### config.mk
export PLATFORM = sky130hd
export DESIGN_NAME = core_array_top
export DESIGN_NICKNAME = d
export VERILOG_FILES = /design/src/source/bus_pkg.sv /design/src/source/array_format_pkg.sv /design/src/source/core_array_top.sv /design/src/source/result_dump.sv /design/src/source/compute_core.sv /design/src/source/task_scheduler.sv /design/src/source/task_memory.sv
export SDC_FILE = /design/constraint.sdc
export NUM_CORES = 2
export LEC_CHECK = 0
export BUFFER_PORTS_ARGS = -buffer_cell sky130_fd_sc_hd__buf_4
export CAP_MARGIN = 10
export CORE_MARGIN = 2
export CORE_UTILIZATION = 55
export DETAILED_ROUTE_END_ITERATION = 10
export GPL_TIMING_DRIVEN = 0
export PLACE_DENSITY = 0.72
export SLEW_MARGIN = 20
export SYNTH_ARGS = -nofsm -noshare
export SYNTH_HDL_FRONTEND = slang
export SYNTH_HIERARCHICAL = 1
export SYNTH_SLANG_ARGS = --single-unit
### constraint.sdc
create_clock -name clk -period 8.1 [get_ports clk]
set_input_delay 2.025 -clock clk [delete_from_list [all_inputs] [get_ports clk]]
set_output_delay 2.025 -clock clk [all_outputs]
set_load 0.05 [all_outputs]
### src/source/bus_pkg.sv
`default_nettype none

package bus_pkg;

	localparam int wb_adr_width = 5;
	localparam int wb_dat_width = 32;

	typedef struct packed {
		logic cyc;
		logic stb;
		logic we;
		logic [wb_adr_width-1:0] adr;
		logic [wb_dat_width-1:0] dat_w;
	} wb_req_t;

	typedef struct packed {
		logic ack;
		logic [wb_dat_width-1:0] dat_r;
	} wb_rsp_t;

endpackage

`default_nettype wire

### src/source/array_format_pkg.sv
`default_nettype none

package array_format_pkg;

	localparam int num_cores = 4;
	localparam int insn_parts = 4;
	localparam int insn_width = 8;
	localparam int reg_width = 8;
	localparam int tm_depth = 16;
	localparam int tm_addr_width = 4;
	localparam int frame_width = 64;

	localparam int part_width = $clog2(insn_parts);
	localparam int core_idx_width = $clog2(num_cores);
	localparam int imm_width = insn_width - 2;

	// Bits in use by a control frame, the rest is padding
	localparam int ctrl_used_width =
		2 * tm_addr_width + 2 * num_cores + num_cores * reg_width + 3;
	localparam int ctrl_pad_width = frame_width - ctrl_used_width;
	localparam int insn_pad_width = frame_width - insn_parts * insn_width;

	typedef enum logic [1:0] {
		fence_none = 2'd0,
		fence_acquire = 2'd1,
		fence_release = 2'd2
	} fence_t;

	typedef enum logic [1:0] {
		op_nop = 2'd0,
		op_addi = 2'd1,
		op_xori = 2'd2,
		op_shl = 2'd3
	} opcode_t;

	typedef struct packed {
		opcode_t opcode;
		logic [imm_width-1:0] imm;
	} insn_t;

	typedef struct packed {
		logic [ctrl_pad_width-1:0] reserved;
		logic [tm_addr_width-1:0] stop_addr;
		logic stop;
		fence_t fence;
		logic [num_cores-1:0][reg_width-1:0] init_r0;
		logic [num_cores-1:0] init_mask;
		logic [num_cores-1:0] active_mask;
		logic [tm_addr_width-1:0] frame_count; // Instruction frames that follow
	} control_frame_t;

	typedef struct packed {
		logic [insn_pad_width-1:0] reserved;
		insn_t [insn_parts-1:0] parts; // Part 0 is streamed first
	} insn_frame_t;

	// Decoded by the scheduler according to its remaining frame count
	typedef union packed {
		control_frame_t ctrl;
		insn_frame_t insns;
	} task_frame_u;

endpackage

`default_nettype wire
### src/source/core_array_top.sv
`default_nettype none

module core_array_top
	import array_format_pkg::*, bus_pkg::*;
(
	input wire clk,
	input wire reset,
	input wire run,
	input wire wb_req_t host_req,
	output wb_rsp_t host_rsp,
	output wb_req_t sink_req,
	input wire wb_rsp_t sink_rsp
);

	logic [tm_addr_width-1:0] frame_addr;
	task_frame_u frame;
	logic [num_cores-1:0] core_ready;
	logic [num_cores-1:0] core_start;
	insn_t insn;
	logic [num_cores-1:0] init_valid;
	logic [num_cores-1:0][reg_width-1:0] init_r0;
	logic [num_cores-1:0][reg_width-1:0] core_r0;
	logic dump_req;
	logic dump_done;

	task_memory u_memory (
		.clk,
		.reset,
		.host_req,
		.host_rsp,
		.frame_addr,
		.frame
	);

	task_scheduler u_scheduler (
		.clk,
		.reset,
		.run,
		.frame_addr,
		.frame,
		.core_ready,
		.core_start,
		.insn,
		.init_valid,
		.init_r0,
		.dump_req,
		.dump_done
	);

	for (genvar i = 0; i < num_cores; i++) begin : g_core
		compute_core u_core (
			.clk,
			.reset,
			.start(core_start[i]),
			.insn,
			.init_valid(init_valid[i]),
			.init_r0(init_r0[i]),
			.ready(core_ready[i]),
			.r0(core_r0[i])
		);
	end

	result_dump u_dump (
		.clk,
		.reset,
		.dump_req,
		.core_r0,
		.sink_req,
		.sink_rsp,
		.dump_done
	);

endmodule

`default_nettype wire

### src/source/result_dump.sv
`default_nettype none

module result_dump
	import array_format_pkg::*, bus_pkg::*;
(
	input wire clk,
	input wire reset,
	input wire dump_req,
	input wire [num_cores-1:0][reg_width-1:0] core_r0,
	output wb_req_t sink_req,
	input wire wb_rsp_t sink_rsp,
	output logic dump_done
);

	logic [num_cores-1:0][reg_width-1:0] captured;
	logic [core_idx_width-1:0] idx;
	logic active;
	logic stb_q;

	always_ff @(posedge clk) begin
		if (dump_req) begin
			captured <= core_r0; // Snapshot of every r0
		end
	end

	always_ff @(posedge clk) begin
		dump_done <= 1'b0;
		if (reset) begin
			active <= 1'b0;
			stb_q <= 1'b0;
			idx <= '0;
		end else if (dump_req) begin
			active <= 1'b1;
			stb_q <= 1'b1;
			idx <= '0;
		end else if (stb_q) begin
			if (sink_rsp.ack) begin
				stb_q <= 1'b0; // Idle cycle before the next write
				if (idx == core_idx_width'(num_cores - 1)) begin
					active <= 1'b0;
					dump_done <= 1'b1;
				end else begin
					idx <= idx + 1'b1;
				end
			end
		end else if (active) begin
			stb_q <= 1'b1;
		end
	end

	assign sink_req.cyc = stb_q;
	assign sink_req.stb = stb_q;
	assign sink_req.we = 1'b1;
	assign sink_req.adr = wb_adr_width'(idx);
	assign sink_req.dat_w = wb_dat_width'(captured[idx]);

	stb_held_until_ack: assert property (
		@(posedge clk) disable iff (reset)
		sink_req.stb && !sink_rsp.ack |=> sink_req.stb
	);

endmodule

`default_nettype wire

### src/source/compute_core.sv
`default_nettype none

module compute_core
	import array_format_pkg::*;
(
	input wire clk,
	input wire reset,
	input wire start,
	input wire insn_t insn,
	input wire init_valid,
	input wire [reg_width-1:0] init_r0,
	output logic ready,
	output logic [reg_width-1:0] r0
);

	insn_t [insn_parts-1:0] insn_buf;
	logic [part_width-1:0] load_idx;
	logic [part_width-1:0] exec_idx;
	logic busy;

	function automatic logic [reg_width-1:0] execute(
		input logic [reg_width-1:0] value,
		input insn_t op
	);
		case (op.opcode)
			op_addi: return value + reg_width'(op.imm); // Wraps at reg_width
			op_xori: return value ^ reg_width'(op.imm);
			op_shl: return value << 1;
			default: return value;
		endcase
	endfunction

	always_ff @(posedge clk) begin
		if (start) begin
			insn_buf[load_idx] <= insn;
		end
	end

	always_ff @(posedge clk) begin
		if (reset) begin
			load_idx <= '0;
			exec_idx <= '0;
			busy <= 1'b0;
			r0 <= '0;
		end else if (busy) begin
			r0 <= execute(r0, insn_buf[exec_idx]); // One instruction per cycle
			exec_idx <= exec_idx + 1'b1;
			if (exec_idx == part_width'(insn_parts - 1)) begin
				exec_idx <= '0;
				busy <= 1'b0;
			end
		end else begin
			if (init_valid) begin
				r0 <= init_r0;
			end
			if (start) begin
				load_idx <= load_idx + 1'b1;
				if (load_idx == part_width'(insn_parts - 1)) begin
					load_idx <= '0;
					busy <= 1'b1; // Buffer full
				end
			end
		end
	end

	assign ready = !busy;

	no_start_while_busy: assert property (
		@(posedge clk) disable iff (reset)
		start |-> !busy
	);

endmodule

`default_nettype wire

### src/source/task_scheduler.sv
`default_nettype none

module task_scheduler
	import array_format_pkg::*;
(
	input wire clk,
	input wire reset,
	input wire run,
	output logic [tm_addr_width-1:0] frame_addr,
	input wire task_frame_u frame,
	input wire [num_cores-1:0] core_ready,
	output logic [num_cores-1:0] core_start,
	output insn_t insn,
	output logic [num_cores-1:0] init_valid,
	output logic [num_cores-1:0][reg_width-1:0] init_r0,
	output logic dump_req,
	input wire dump_done
);

	control_frame_t ctrl;
	insn_frame_t insns;
	logic [tm_addr_width-1:0] task_ptr;
	logic [tm_addr_width-1:0] frame_count;
	logic [num_cores-1:0] active_mask;
	fence_t fence;
	logic stop_q;
	logic [tm_addr_width-1:0] stop_addr_q;
	logic [part_width-1:0] part_idx;
	logic dump_pending;
	logic dump_wait;
	logic all_ready;
	logic next_ready;
	logic strict;
	logic accept;
	logic stream;
	logic last_part;

	assign ctrl = frame.ctrl;
	assign insns = frame.insns;

	assign all_ready = &core_ready;
	assign next_ready = (core_ready & ctrl.active_mask) == ctrl.active_mask;
	assign strict = (fence == fence_acquire) || (ctrl.fence == fence_release);

	// Control frame gate
	assign accept = run && (frame_count == '0) && !dump_pending && !dump_wait &&
		(strict ? all_ready : next_ready);
	assign stream = (frame_count != '0) && ((core_ready & active_mask) == active_mask);
	assign last_part = part_idx == part_width'(insn_parts - 1);

	assign frame_addr = task_ptr;
	assign core_start = stream ? active_mask : '0;
	assign insn = insns.parts[part_idx];
	assign init_valid = accept ? ctrl.init_mask : '0;
	assign init_r0 = ctrl.init_r0;

	always_ff @(posedge clk) begin
		dump_req <= 1'b0;
		if (reset) begin
			task_ptr <= '0;
			frame_count <= '0;
			active_mask <= '0;
			fence <= fence_none;
			stop_q <= 1'b0;
			stop_addr_q <= '0;
			part_idx <= '0;
			dump_pending <= 1'b0;
			dump_wait <= 1'b0;
		end else if (accept) begin
			frame_count <= ctrl.frame_count;
			active_mask <= ctrl.active_mask;
			fence <= ctrl.fence;
			stop_q <= ctrl.stop;
			stop_addr_q <= ctrl.stop_addr;
			part_idx <= '0;
			if (ctrl.frame_count == '0 && ctrl.stop) begin
				task_ptr <= ctrl.stop_addr; // Plain jump, no dump
			end else begin
				task_ptr <= task_ptr + 1'b1;
			end
		end else if (stream) begin
			part_idx <= part_idx + 1'b1;
			if (last_part) begin
				part_idx <= '0;
				frame_count <= frame_count - 1'b1;
				if (frame_count == tm_addr_width'(1) && stop_q) begin
					task_ptr <= stop_addr_q;
					fence <= fence_acquire; // Next task waits for every core
					dump_pending <= 1'b1;
				end else begin
					task_ptr <= task_ptr + 1'b1;
				end
			end
		end else if (dump_pending && all_ready) begin
			dump_pending <= 1'b0;
			dump_wait <= 1'b1;
			dump_req <= 1'b1;
		end else if (dump_done) begin
			dump_wait <= 1'b0;
		end
	end

	// Parts reach only active cores and never during the dump pause
	start_only_active: assert property (
		@(posedge clk) disable iff (reset)
		core_start != '0 |->
			((core_start & ~active_mask) == '0) && !dump_pending && !dump_wait
	);

	dump_with_cores_idle: assert property (
		@(posedge clk) disable iff (reset)
		dump_req |-> all_ready
	);

endmodule

`default_nettype wire

### src/source/task_memory.sv
`default_nettype none

module task_memory
	import array_format_pkg::*, bus_pkg::*;
(
	input wire clk,
	input wire reset,
	input wire wb_req_t host_req,
	output wb_rsp_t host_rsp,
	input wire [tm_addr_width-1:0] frame_addr,
	output task_frame_u frame
);

	// Entry index is {frame, half}, half 0 is the low word
	logic [wb_dat_width-1:0] mem [2*tm_depth];
	logic ack_q;
	logic [wb_dat_width-1:0] dat_q;
	logic hit;

	assign hit = host_req.cyc && host_req.stb && !ack_q; // New access seen

	always_ff @(posedge clk) begin
		if (hit && host_req.we) begin
			mem[host_req.adr] <= host_req.dat_w;
		end
		if (hit) begin
			dat_q <= mem[host_req.adr];
		end
	end

	always_ff @(posedge clk) begin
		if (reset) begin
			ack_q <= 1'b0;
		end else begin
			ack_q <= hit;
		end
	end

	assign host_rsp = '{ack: ack_q, dat_r: dat_q};

	assign frame = {mem[{frame_addr, 1'b1}], mem[{frame_addr, 1'b0}]}; // Scheduler view

	// Each access gets exactly one ack cycle
	ack_single_cycle: assert property (
		@(posedge clk) disable iff (reset)
		host_rsp.ack |=> !host_rsp.ack
	);

endmodule

`default_nettype wire

Word level (Yosys, flattened, before mapping). Memory sizes are Yosys's and may differ from the RTL's. A register that Yosys moved wholly into a read port is not among the register bits. Index checks and enable logic that the tools add are counted.

Register bits after elaboration: 242. Memory bits (writable): 1024. Input port bits: 76. Memories kept: 1.

Add/subtract/negate cells: 16. $lt $le $gt $ge: 14. Eq/ne operators: 33. Multiplexer cells: 98. Bitwise operators: 15. Reduce and logical (&&, ||, !) cells: 57.

Memory list: u_memory.mem (depth 32, bits a word 32, read ports 3, clocked after Yosys merged registers in 3, wr ports 1, RTL line task_memory.sv:15) `logic [wb_dat_width-1:0] mem [2*tm_depth];`.

Operator list (number): 2-to-1 mux 8 bit (18); bitwise mux 32 bit (4); binary-select mux 8 bit (select 2 bit) (6); one-hot mux 8 bit (3 select lines) (4); demux 8 bit (select 2 bit) (4); 2-to-1 mux 4 bit (10); equality test 2 bit (second input constant) (19); 2-to-1 mux 1 bit (35); adder 8 x 6 -> 8 bit (4); XOR 8 x 6 -> 8 bit (4); < comparator 2 x 3 -> 1 bit (second input constant) (10); 2-to-1 mux 2 bit (13); nonzero test 2 bit (12); adder 2 x 1 -> 2 bit (second input constant) (10); 2-to-1 mux 5 bit (4); AND reduction 2 bit (9); != test 4 bit (second input constant) (4); logical AND 1 bit (15); AND reduction 3 bit (4); equality test 2 x 1 -> 1 bit (second input constant) (5); NOT 1 bit (9); bitwise AND 4 bit (2); equality test 4 bit (2); greater-or-equal comparator 2 x 1 -> 1 bit (second input constant) (4); other kinds (12) (22).

Depth between registers and ports, before layout.
Depth after elaboration: 9. Depth in mapped cells: 18. Gate-level depth less buffers: 13.

By module. Netlist, hierarchy kept.

By module, submodules not included: task_memory (instances 1, cells each 2649, area each 47521.8 µm², seq. area each 31730.4 µm²); compute_core (g_core[0].u_core ...) (instances 3, cells each 181, area each 2293.4 µm², seq. area each 1221.2 µm²); compute_core (g_core[3].u_core) (instances 1, cells each 181, area each 2294.7 µm², seq. area each 1221.2 µm²); task_scheduler (instances 1, cells each 203, area each 1869.3 µm², seq. area each 480.5 µm²); result_dump (instances 1, cells each 93, area each 1575.3 µm², seq. area each 1061.0 µm²).

Worst setup path after synthesis. No wires, ideal clock.

Path kind: input-to-reg. Start point: input port host_req[38] (netlist bit). End point: memory u_memory.mem[24][0] (enable). Setup time: 0.461 ns. Arrival: 5.976 ns. Required time: 7.639 ns. Path slack: 1.663 ns. Stages on the path: 6. Cell sequence: and3b_1 clkbuf_1 nand2_1 or3_1 clkbuf_1 nor3_1.

Word-level cells in the longest chain between the ends: 5.

Ends and longest elaborated chain: from (decl) (RTL line core_array_top.sv:9) `input wire wb_req_t host_req,`; logical AND 1 bit (2 in a row) (RTL line task_memory.sv:20) `assign hit = host_req.cyc && host_req.stb && !ack_q;`; via u_memory.hit (RTL line task_memory.sv:18) `logic hit;`; logical AND 1 bit (RTL line task_memory.sv:23) `if (hit && host_req.we) begin`; 2-to-1 mux 1 bit (RTL line task_memory.sv:23); 2-to-1 mux 1 bit (implied by the code) (RTL line task_memory.sv:24) `mem[host_req.adr] <= host_req.dat_w;`; to (decl) (RTL line task_memory.sv:15).

The timed path passes the listed nets, and every way through them passes these cells.

Worst setup path after layout.
Start point: input port host_req[33] (netlist bit). End point: memory u_memory.mem[25][11] (enable).

Straight into the memory's write port.

==> results.py <==
metrics = {
    "worst_hold_path": {
        "timing.hold.worst.class": "flop to flop",
        "worstHoldStart": "u_scheduler/dump_wait",
    },
    "clock_network": {
        "htree_num_levels": 4,
        "clkLatencyLatePin_ps": 770,
        "cts_tree": "built",
        "cts_made_buffers": 136,
        "cts_setup_buffers": 0,
        "cts-root-buf": "clkbuf_16",
        "clockBufferDepth": 3,
        "post_cts_resize_count": 0,
        "clock_sinks": 1298,
        "clk_pin_slew_worst_paths_ps": 60,
        "cts-hold-fix-buffers": 0,
    },
    "route": {
        "drt_pass1_iterations": 9,
        "wire_per_inst_um": 34.51,
        "final_antenna_net_count": 0,
        "drtIter0Drc": 5900,
        "via_per_inst": 7.004,
        "routed-via-count": 37826,
        "drc": 0,
        "finalWirelength_um": 186400,
    },
    "synth": {
        "syn_area_per_cell_um2": 16.44,
        "yosys_warnings": 6,
        "synth.cell_area_um2": 58690,
        "post_synth_inst_count": 3570,
    },
    "run_status": {
        "outcome": "finished clean",
    },
    "floorplan": {
        "floorplan.die.height_um": 330.7,
        "fp.dieArea_um2": 109300,
        "rows": 119,
        "die_w_um": 330.7,
        "fp.coreArea_um2": 105600,
        "initial_utilization_pct": 55.59,
        "io_pins": 149,
    },
    "placement": {
        "place_inst": 5152,
        "buffer_ports.inserted": 86,
        "globalplace.congestion": 0.9289,
        "hpwlAfterDp_um": 127600,
    },
    "global_routing": {
        "antenna_violations_before_repair": 9,
        "grt_first_pass_wirelength_um": 258800,
        "gr-total-overflow": 0,
        "first_global_vias": 36378,
        "grt_max_degree": 37,
        "globalRouteTotalUtil_pct": 34.13,
    },
    "pwr": {
        "p_per_area_nw_per_um2": 297.6,
        "total_leakage_power_nw": 23.39,
        "max-vdd-ir-drop_mv": 0.2220,
    },
    "setup_path": {
        "cp_cell_sequence": "clkbuf_1, buf_2, buf_4, buf_4, nand4b_1, nor3_2, buf_4, buf_4, buf_4",
        "cp.buffers_inverters": 7,
        "cell_type_with_the_highest_occurrence_count_on_the_critical_path": "buf_4",
        "cp_data_required_time_ps": 8550,
        "timing.critical_path.max_delay_family": "simple AND/OR/NAND/NOR gates",
        "regToRegStartpoint": "u_scheduler/frame_addr[1]",
        "timing.critical_path.to_type": "flop",
        "cp_max_fo": 10,
        "critical_path_launch_point_type": "primary input",
        "slowest_delay_ps": 1000,
        "worst-r2r-setup-slack_ps": 2840,
        "crit_path_top_delay_cell": "nor3_2",
        "worst-endpoint-arrival_ps": 5730,
        "timing.critical_path.from": "host_req[33]",
        "worst-setup-path-type": "primary input to flop",
    },
    "sta": {
        "period_minus_slack_ps": 5274,
        "timing.slew.headroom_pct": 13.84,
        "clock-skew-final_ps": 39.05,
        "setup_total_negative_slack_ps": 0,
        "report.final.hold_viol_count": 0,
        "max_freq_mhz": 189.6,
        "fin_crit_sh_pct": 65.11,
        "worst-slew-pin-transition_ps": 1292,
        "slew_violations": 0,
        "setup_viol": 0,
        "grt_setup_unrepaired": "no",
    },
    "run": {
        "cap_viol_max_count": 0,
    },
    "finish": {
        "filler_cell_count": 7387,
        "flow.area_growth_from_synthesis_pct": 14.66,
        "post_route_cells_drive_above_1_share_pct": 22.43,
        "finish.cell_count_without_fillers": 5401,
        "design.final.nets": 4029,
    },
}
per-stage QoR:
step	util [%]	area, um2	hold slack [ps]	power (mW)	setup WS, ps
detailed placement	59.65	62970	464.5	13.89	2272
floorplan	-	58790	436.7	11.66	1663
global placement	57.95	61170	447.9	13.79	-4799
CTS	63.73	67280	473.2	19.87	3024
global route	63.74	67290	481.8	20.52	2863
finish	63.75	67290	466.4	20.03	2826
worst min-delay path: cells and delay by family, from the launching register on:
kind	cells	cell delay (ps)
compound gates	1	60
simple gates	1	50
flops	1	310
final cells by class:
cell class	count	area, um2	area share (%)
diodes	6	15.01	0.02231
plain buffers	311	2031	3.018
clock buffers	156	3520	5.230
clock inverters	87	788.3	1.171
inverters	53	198.9	0.2956
multi-input cells	1934	18640	27.69
flip-flops and latches	1298	38160	56.70
well taps	1391	1740	2.586
repair buffers	165	2208	3.282
metal layers:
layer | track usage, % | vias up | wire length [um]
li1 | - | 15130 | -
met1 | 43.82 | 18979 | 64760
met2 | 51.52 | 3020 | 83280
met3 | 11.69 | 691 | 26580
met4 | 18.30 | 6 | 11720
met5 | 0 | - | 46
cell usage in the layout (no fill, tap or decap), types with 10 or more instances in the layout:
cell type  instances
edfxtp_1        1216
mux2i_1          547
o22ai_1          258
mux4_2           228
buf_4            180
clkbuf_16        137
nand2_1          131
buf_2            113
a22oi_1          102
nor2_1            89
a21oi_1           83
dfxtp_1           81
clkbuf_1          69
nor4_1            65
inv_1             52
ha_1              50
buf_6             43
o21ai_0           35
buf_16            34
clkinv_1          32
nor2_4            29
nand3_1           28
conb_1            28
mux4_1            24
clkinv_2          23
buf_12            21
and2_1            20
clkbuf_8          15
nor3_1            14
buf_1             14
a211oi_1          13
a21o_1            13
a31oi_1           12
nand2b_1          10
power by group:
| group | internal (mW) | switching (mW) |
|---|---|---|
| clock | 3.40 | 2.64 |
| sequential | 7.83 | 0.199 |
| combinational | 2.15 | 3.82 |
| total | 13.4 | 6.65 |
registers in the layout, indices dropped and copies added (netlist names), 2 cells and up:
name and flops:
g_core.u_core/busy 4, u_memory/mem 1024, u_dump/captured 32, u_scheduler/fence 2
u_memory/dat_q 32, g_core.u_core/insn_buf 128, g_core.u_core/exec_idx 8, u_scheduler/frame_addr 4
g_core.u_core/r0 32, u_scheduler/frame_count 4, u_scheduler/stop_addr_q 4, g_core.u_core/load_idx 8
u_dump/idx 2, u_scheduler/part_idx 2, u_scheduler/active_mask 4
final timing paths:
check                                end  cells after the start
setup / recovery    u_memory/mem[25][11]                      9
hold / removal     u_scheduler/dump_wait                      2
setup reg to reg  g_core[2].u_core/r0[7]                     15
hold reg to reg    u_scheduler/dump_wait                      2
(Power assumes the default switching activity.)
